===== src/hdl/nnSettings.svh =====
`ifndef NN_SETTINGS_SVH
`define NN_SETTINGS_SVH

////////////////////////////////////////
// Network dimensions
////////////////////////////////////////

// Activations, weights and biases share one signed width
`define NN_WIDTH 8

// Features per input vector
`define NN_INPUTS 10

// Neurons in the hidden layer
`define NN_HIDDEN 4

// Output scores, one per class
`define NN_OUTPUTS 2

`endif


===== src/hdl/nnPkg.sv =====
`default_nettype none

`include "nnSettings.svh"

package nnPkg;

	////////////////////////////////////////
	// Data types
	////////////////////////////////////////

	typedef logic signed [`NN_WIDTH-1:0] activation_t;

	// One bit is enough for two classes
	typedef logic [0:0] classIndex_t;

	typedef struct packed
	{
		activation_t a0;
		activation_t a1;
		activation_t a2;
		activation_t a3;
		activation_t a4;
		activation_t a5;
		activation_t a6;
		activation_t a7;
		activation_t a8;
		activation_t a9;
	} inputVec_t;

	typedef struct packed
	{
		activation_t h0;
		activation_t h1;
		activation_t h2;
		activation_t h3;
	} hiddenVec_t;

	typedef struct packed
	{
		activation_t s0;
		activation_t s1;
	} scoreVec_t;

	////////////////////////////////////////
	// Fixed weights and biases
	////////////////////////////////////////

	// One row per hidden neuron, one column per input feature
	localparam activation_t hiddenWeights [`NN_HIDDEN][`NN_INPUTS] = '{
		'{8'sh2E, 8'sh5D, 8'sh35, 8'sh32, 8'shF0,
			8'sh9A, 8'sh0A, 8'sh46, 8'shA4, 8'shEF},
		'{8'shE3, 8'sh17, 8'shC8, 8'sh0B, 8'sh3C,
			8'sh21, 8'shF6, 8'sh52, 8'sh09, 8'shB5},
		'{8'sh11, 8'shD4, 8'sh27, 8'sh7A, 8'sh05,
			8'shE8, 8'sh33, 8'shCE, 8'sh14, 8'sh2A},
		'{8'shF9, 8'sh41, 8'sh0C, 8'shDD, 8'sh58,
			8'sh13, 8'shAB, 8'sh06, 8'sh3F, 8'shE1}
	};

	localparam activation_t hiddenBias [`NN_HIDDEN] = '{
		8'sd7, -8'sd3, 8'sd12, -8'sd5
	};

	// One row per class, one column per hidden activation
	localparam activation_t outputWeights [`NN_OUTPUTS][`NN_HIDDEN] = '{
		'{8'sh1A, 8'shE6, 8'sh0F, 8'sh22},
		'{8'shF3, 8'sh19, 8'sh2B, 8'shEA}
	};

	localparam activation_t outputBias [`NN_OUTPUTS] = '{
		8'sd4, 8'sd2
	};

endpackage

`default_nettype wire


===== src/hdl/neuronNode.sv =====
`timescale 1ns/1ps
`default_nettype none

`include "nnSettings.svh"

module neuronNode
	import nnPkg::*;
#(
	parameter int FANIN = `NN_INPUTS
)
(
	input  logic        clk,
	input  logic        reset,
	input  activation_t activations [FANIN],
	input  activation_t weights [FANIN],
	input  activation_t bias,
	output activation_t activation
);

	activation_t activationReg [FANIN];
	activation_t productSum;
	activation_t sumReg;

	////////////////////////////////////////
	// Weighted sum, wraps at 8 bits
	////////////////////////////////////////

	always_comb
	begin
		productSum = bias;
		for (int i = 0; i < FANIN; i++)
		begin
			// Only the low byte of each product is kept
			productSum = activation_t'(productSum
				+ activation_t'(activationReg[i] * weights[i]));
		end
	end

	////////////////////////////////////////
	// Input, sum and ReLU registers
	////////////////////////////////////////

	always_ff @(posedge clk)
	begin
		if (reset)
		begin
			activationReg <= '{default: '0};
			sumReg <= '0;
			activation <= '0;
		end
		else
		begin
			activationReg <= activations;
			sumReg <= productSum;

			// Negative sums clamp to zero
			if (sumReg[`NN_WIDTH-1])
			begin
				activation <= '0;
			end
			else
			begin
				activation <= sumReg;
			end
		end
	end

endmodule

`default_nettype wire


===== src/hdl/hiddenLayer.sv =====
`timescale 1ns/1ps
`default_nettype none

`include "nnSettings.svh"

module hiddenLayer
	import nnPkg::*;
(
	input  logic       clk,
	input  logic       reset,
	input  inputVec_t  inputs,
	input  logic       inValid,
	output hiddenVec_t hidden,
	output logic       hiddenValid
);

	activation_t inputArray [`NN_INPUTS];
	activation_t hiddenArray [`NN_HIDDEN];
	logic [2:0] validPipe;

	// Struct fields in feature order
	assign inputArray = '{inputs.a0, inputs.a1, inputs.a2, inputs.a3, inputs.a4,
		inputs.a5, inputs.a6, inputs.a7, inputs.a8, inputs.a9};

	for (genvar k = 0; k < `NN_HIDDEN; k++)
	begin : gNeuron
		neuronNode #(
			.FANIN(`NN_INPUTS)
		) node (
			.clk(clk),
			.reset(reset),
			.activations(inputArray),
			.weights(hiddenWeights[k]),
			.bias(hiddenBias[k]),
			.activation(hiddenArray[k])
		);
	end

	assign hidden = '{hiddenArray[0], hiddenArray[1], hiddenArray[2], hiddenArray[3]};

	// Valid follows the three neuron stages
	always_ff @(posedge clk)
	begin
		if (reset)
		begin
			validPipe <= '0;
		end
		else
		begin
			validPipe <= {validPipe[1:0], inValid};
		end
	end

	assign hiddenValid = validPipe[2];

endmodule

`default_nettype wire


===== src/hdl/outputLayer.sv =====
`timescale 1ns/1ps
`default_nettype none

`include "nnSettings.svh"

module outputLayer
	import nnPkg::*;
(
	input  logic       clk,
	input  logic       reset,
	input  hiddenVec_t hidden,
	input  logic       hiddenValid,
	output scoreVec_t  scoreRaw,
	output logic       scoreValid
);

	activation_t hiddenArray [`NN_HIDDEN];
	activation_t scoreArray [`NN_OUTPUTS];
	logic [2:0] validPipe;

	assign hiddenArray = '{hidden.h0, hidden.h1, hidden.h2, hidden.h3};

	////////////////////////////////////////
	// One neuron per class
	////////////////////////////////////////

	for (genvar k = 0; k < `NN_OUTPUTS; k++)
	begin : gNeuron
		neuronNode #(
			.FANIN(`NN_HIDDEN)
		) node (
			.clk(clk),
			.reset(reset),
			.activations(hiddenArray),
			.weights(outputWeights[k]),
			.bias(outputBias[k]),
			.activation(scoreArray[k])
		);
	end

	assign scoreRaw = '{scoreArray[0], scoreArray[1]};

	always_ff @(posedge clk)
	begin
		if (reset)
		begin
			validPipe <= '0;
		end
		else
		begin
			validPipe <= {validPipe[1:0], hiddenValid};
		end
	end

	assign scoreValid = validPipe[2];

endmodule

`default_nettype wire


===== src/hdl/classDecide.sv =====
`timescale 1ns/1ps
`default_nettype none

module classDecide
	import nnPkg::*;
(
	input  logic        clk,
	input  logic        reset,
	input  scoreVec_t   scoreRaw,
	input  logic        scoreValid,
	output scoreVec_t   scores,
	output classIndex_t classIndex,
	output logic        outValid
);

	logic secondWins;

	// Scores come out of ReLU so an unsigned compare is enough
	// Ties go to class 0
	assign secondWins = $unsigned(scoreRaw.s1) > $unsigned(scoreRaw.s0);

	always_ff @(posedge clk)
	begin
		if (reset)
		begin
			scores <= '0;
			classIndex <= '0;
			outValid <= 1'b0;
		end
		else
		begin
			scores <= scoreRaw;
			classIndex <= classIndex_t'(secondWins);
			outValid <= scoreValid;
		end
	end

endmodule

`default_nettype wire


===== src/hdl/nnClassifier.sv =====
`timescale 1ns/1ps
`default_nettype none

module nnClassifier
	import nnPkg::*;
(
	input  logic        clk,
	input  logic        reset,
	input  inputVec_t   inputs,
	input  logic        inValid,
	output scoreVec_t   scores,
	output classIndex_t classIndex,
	output logic        outValid
);

	hiddenVec_t hidden;
	logic       hiddenValid;
	scoreVec_t  scoreRaw;
	logic       scoreValid;

	////////////////////////////////////////
	// Three + three + one cycles
	////////////////////////////////////////

	hiddenLayer hiddenStage (
		.clk(clk),
		.reset(reset),
		.inputs(inputs),
		.inValid(inValid),
		.hidden(hidden),
		.hiddenValid(hiddenValid)
	);

	outputLayer outputStage (
		.clk(clk),
		.reset(reset),
		.hidden(hidden),
		.hiddenValid(hiddenValid),
		.scoreRaw(scoreRaw),
		.scoreValid(scoreValid)
	);

	classDecide decideStage (
		.clk(clk),
		.reset(reset),
		.scoreRaw(scoreRaw),
		.scoreValid(scoreValid),
		.scores(scores),
		.classIndex(classIndex),
		.outValid(outValid)
	);

endmodule

`default_nettype wire


===== config.mk =====
export PLATFORM = sky130hd
export DESIGN_NAME = nnClassifier
export DESIGN_NICKNAME = d
export VERILOG_FILES = /design/src/hdl/nnPkg.sv /design/src/hdl/neuronNode.sv /design/src/hdl/hiddenLayer.sv /design/src/hdl/outputLayer.sv /design/src/hdl/classDecide.sv /design/src/hdl/nnClassifier.sv
export VERILOG_INCLUDE_DIRS = /design/src /design/src/hdl
export SDC_FILE = /design/constraint.sdc
export NUM_CORES = 1
export LEC_CHECK = 0
export ABC_CLOCK_PERIOD_IN_PS = 8170
export BUFFER_PORTS_ARGS = -buffer_cell sky130_fd_sc_hd__buf_2
export CAP_MARGIN = 20
export CORE_ASPECT_RATIO = 0.9
export CORE_MARGIN = 3
export CORE_UTILIZATION = 58
export CTS_CLUSTER_DIAMETER = 80
export DETAILED_ROUTE_END_ITERATION = 6
export PLACE_DENSITY = 0.79
export SLEW_MARGIN = 10
export SYNTH_ARGS = -nofsm -noshare
export SYNTH_HDL_FRONTEND = slang
export SYNTH_SLANG_ARGS = --single-unit

===== constraint.sdc =====
create_clock -name clk -period 8.17 [get_ports clk]
set_input_delay 0.817 -clock clk [delete_from_list [all_inputs] [get_ports clk]]
set_output_delay 0.817 -clock clk [all_outputs]
set_load 0.01 [all_outputs]

==> out/qor.csv <==
stage,metric,value,unit
floorplan,ioPinCount,101,
yosys,synth-simple-area-share,5.685,%
timing,fmax,125.3,MHz
timing,min_period,7981,ps
yosys,yosysTopAreaCell,fa_1,
critical_path,reg2reg_depth,30,
global_routing,grt.total_usage,31.85,%
clock_tree,cts_max_level,1,
detailed_routing,wl,69450,um
detailed_routing,drt_iter0_drc,1147,
timing,hold_violations,0,
timing,clock_skew,31.15,ps
critical_path,startpoint_type,register,
yosys,ys_seq_elements,219,
floorplan,initial_core_util,59.46,%
detailed_routing,routed-via-count,16180,
clock_tree,root_buffer,clkbuf_16,
critical_path,cp_slowest_stage_delay,550,ps
critical_path,crit_arrival,8490,ps
place,io_buffers,97,
yosys,synthAdderAreaFrac,53.78,%
critical_path,crit_type,register to register,
place,place_area,0.02681,mm2
detailed_routing,drtAntennaViolNets,0,
clock_tree,cts_buffer_depth,3,
clock_tree,tritoncts,yes,
yosys,synth_top_area_share,30.59,%
timing,setup_viol,0,
critical_path,cp_slowest_cell,fa_1,
detailed_routing,drt-vias-per-instance,5.214,
timing,slew_headroom,43.93,%
floorplan,row_count,71,
clock_tree,cts.sinks,219,
yosys,synth_xor_area_share,11.93,%
yosys,ys_top_cells_by_area,"fa_1 31%, ha_1 23%, dfxtp_1 17%, inv_1 9.3%, xnor2_1 9.3%",
finish,layout-drive-gt1-share,9.863,%
worst_hold_path,worst_hold_path_type,register to register,
detailed_routing,firstDrtPassIters,5,
yosys,synth_top_family_by_area,adder cells,
timing,rsz0062_at_grt,yes,
run,drv_cap,0,
clock_tree,clk_latency,580,ps
critical_path,path_max_fanout,2,
global_routing,grt_pass1_vias,18390,
global_routing,overflow,0,
place,gp_congestion,1.063,
detailed_routing,wl_per_cell,22.39,um
run_status,outcome,finished clean,
critical_path,cpMostUsedCell,fa_1,
timing,worst_pin_slew,835.0,ps
critical_path,worstSetupStartpoint,hiddenStage.gNeuron[0].node.activationReg[49],
timing,maxSlewViolCount,0,
finish,finalNetCount,3470,
yosys,syn_inst,2361,
floorplan,die_y,203.7,um
yosys,synth_area,0.02520,mm2
floorplan,coreArea,0.04237,mm2
critical_path,crit_path_end_kind,register,
place,pre_cts_ws,-66.64,ps
yosys,muxShareOfSynthArea,0,%
critical_path,r2r-start,hiddenStage.gNeuron[0].node.activationReg[49],
finish,fin_area,0.02788,mm2
finish,areaGrowthSynthToFinish,10.66,%
critical_path,r2r_slack,190,ps
yosys,yosys_warnings,0,
timing,period_share,97.69,%
yosys,synth_compound_area_share,1.524,%
critical_path,r2r-end,hiddenStage.gNeuron[2].node.sumReg[7],
floorplan,die_area,0.04599,mm2
clock_tree,clk_pin_slew,60,ps
yosys,synth_seq_area_share,17.40,%
yosys,syn_avg_cell_area,10.67,um2
critical_path,cp.required,8680,ps
finish,n_antenna_cell,0,
place,dp_hpwl,59400,um
finish,finalNonFillerCells,3102,
floorplan,die_x,225.7,um
detailed_routing,drc_errors,0,
yosys,synth_cell_type_count,30,
timing,fin_ws,188.6,ps
global_routing,antenna_found_initial,0,
critical_path,crit_path_end,hiddenStage.gNeuron[2].node.sumReg[7],
place,dp_cells,3053,
clock_tree,cts_made_buffers,26,
global_routing,grt_pass1_wl,107200,um
timing,whs,419.5,ps
global_routing,grt_max_degree,109,
[per-layer routing]
metal	wire (um)	up-vias	share of wire [%]	global-route usage [%]
met2	31600	581	45	52.23
met1	27460	8019	40	39.71
li1	-	7360	-	-
met4	5642	0	8.1	19.02
met3	4749	215	6.8	5.325
met5	0	-	0	0
[Yosys cell counts, drive strengths merged]
cell type,n
conb,1
nand4,1
or2,1
nand2,7
xnor3,8
nor2,48
o21a,1
nor2b,144
o21ai,7
buf,6
nor3,4
nand3,1
nand2b,2
xor2,52
xnor2,269
dfxtp,219
inv,625
a21o,22
clkbuf,16
fa,385
a21boi,1
ha,467
and2,43
a211oi,1
or3,1
o21bai,2
a21oi,27
[cell usage in the layout (no fill, tap or decap), types with 23 or more instances in the layout]
cell,Yosys,layout
inv_1,625,615
ha_1,467,458
fa_1,385,384
xnor2_1,267,263
dfxtp_1,219,210
nor2b_1,144,144
buf_2,0,96
buf_4,2,68
xor2_1,52,52
nor2_1,48,48
and2_1,43,43
clkbuf_16,0,26
a21oi_1,26,23
[timing repair]
| action | 4_1_cts | 5_1_grt |
|---|---|---|
| pin swaps | 3 | 26 |
| hold buffers | 0 | 0 |
| endpoints found under the setup margin | 1 | 3 |
| gates resized for setup | 3 | 40 |
| buffers inserted | 0 | 1 |
[flip-flops by register name (all words and copies together) (netlist names)]
| name | count |
|---|---|
| outputStage.validPipe | 3 |
| decideStage.scores | 14 |
| decideStage.classIndex | 1 |
| outputStage.gNeuron.node.activation | 14 |
| outputStage.gNeuron.node.sumReg | 16 |
| hiddenStage.gNeuron.node.sumReg | 32 |
| outputStage.gNeuron.node.activationReg | 28 |
| hiddenStage.validPipe | 3 |
| hiddenStage.gNeuron.node.activation | 28 |
| hiddenStage.gNeuron.node.activationReg | 79 |
| decideStage.outValid | 1 |
[worst min path at each step]
stage | slack (ps) | cells past startpoint | endpoint | start
2_1_floorplan | 410 | 1 | hiddenStage.gNeuron[0].node.activation[0] | hiddenStage.gNeuron[0].node.sumReg[0]
3_3_place_gp | 410 | 1 | hiddenStage.gNeuron[2].node.activation[1] | hiddenStage.gNeuron[2].node.sumReg[1]
3_5_place_dp | 410 | 1 | outputStage.gNeuron[0].node.activation[0] | outputStage.gNeuron[0].node.sumReg[0]
4_1_cts | 420 | 2 | hiddenStage.gNeuron[0].node.activationReg[58] | inputs[58]
5_1_grt | 440 | 1 | outputStage.gNeuron[0].node.activation[0] | outputStage.gNeuron[0].node.sumReg[0]
6_report | 420 | 1 | outputStage.gNeuron[0].node.activationReg[19] | hiddenStage.gNeuron[1].node.activation[3]
[logic make-up (layout without fill, tap and decap cells)]
kind of cell | after synthesis | count (layout)
AOI/OAI and AO/OA | 61 | 61
xor gates and xnor gates | 329 | 329
adders and majority gates | 852 | 852
buffers and inverters | 647 | 840
DFF | 219 | 219
other | 1 | 2
and+or+nand+nor | 252 | 252
[stage by stage]
stage | setup TNS, ps | util [%]
6_report | 0 | 65.80
5_1_grt | -24.17 | 65.80
4_1_cts | 0 | 65.36
3_5_place_dp | -66.64 | 63.26
3_3_place_gp | -12.88 | 63.26
2_1_floorplan | 0 | -
[worst max-delay path, delay by kind of cell, from the launching register on]
family / cells / cell delay, ps
buffers and inverters: 10 / 500
DFF: 1 / 360
adders and majority gates: 14 / 6030
xor gates and xnor gates: 4 / 770
AOI/OAI and AO/OA: 1 / 190
and+or+nand+nor: 1 / 80
[final cells by class]
cell class | count | area [um2]
repair buffers | 167 | 1025
well taps | 547 | 684.4
fillers | 3310 | 14490
flip-flops and latches | 219 | 4398
clock buffers | 32 | 703.2
inverters | 625 | 2346
clock inverters | 16 | 162.7
multi-input cells | 1496 | 18560
Power is left out: the tool's default activity adds up to more than one toggle a clock period on the data nets, which glitch-free logic cannot reach.
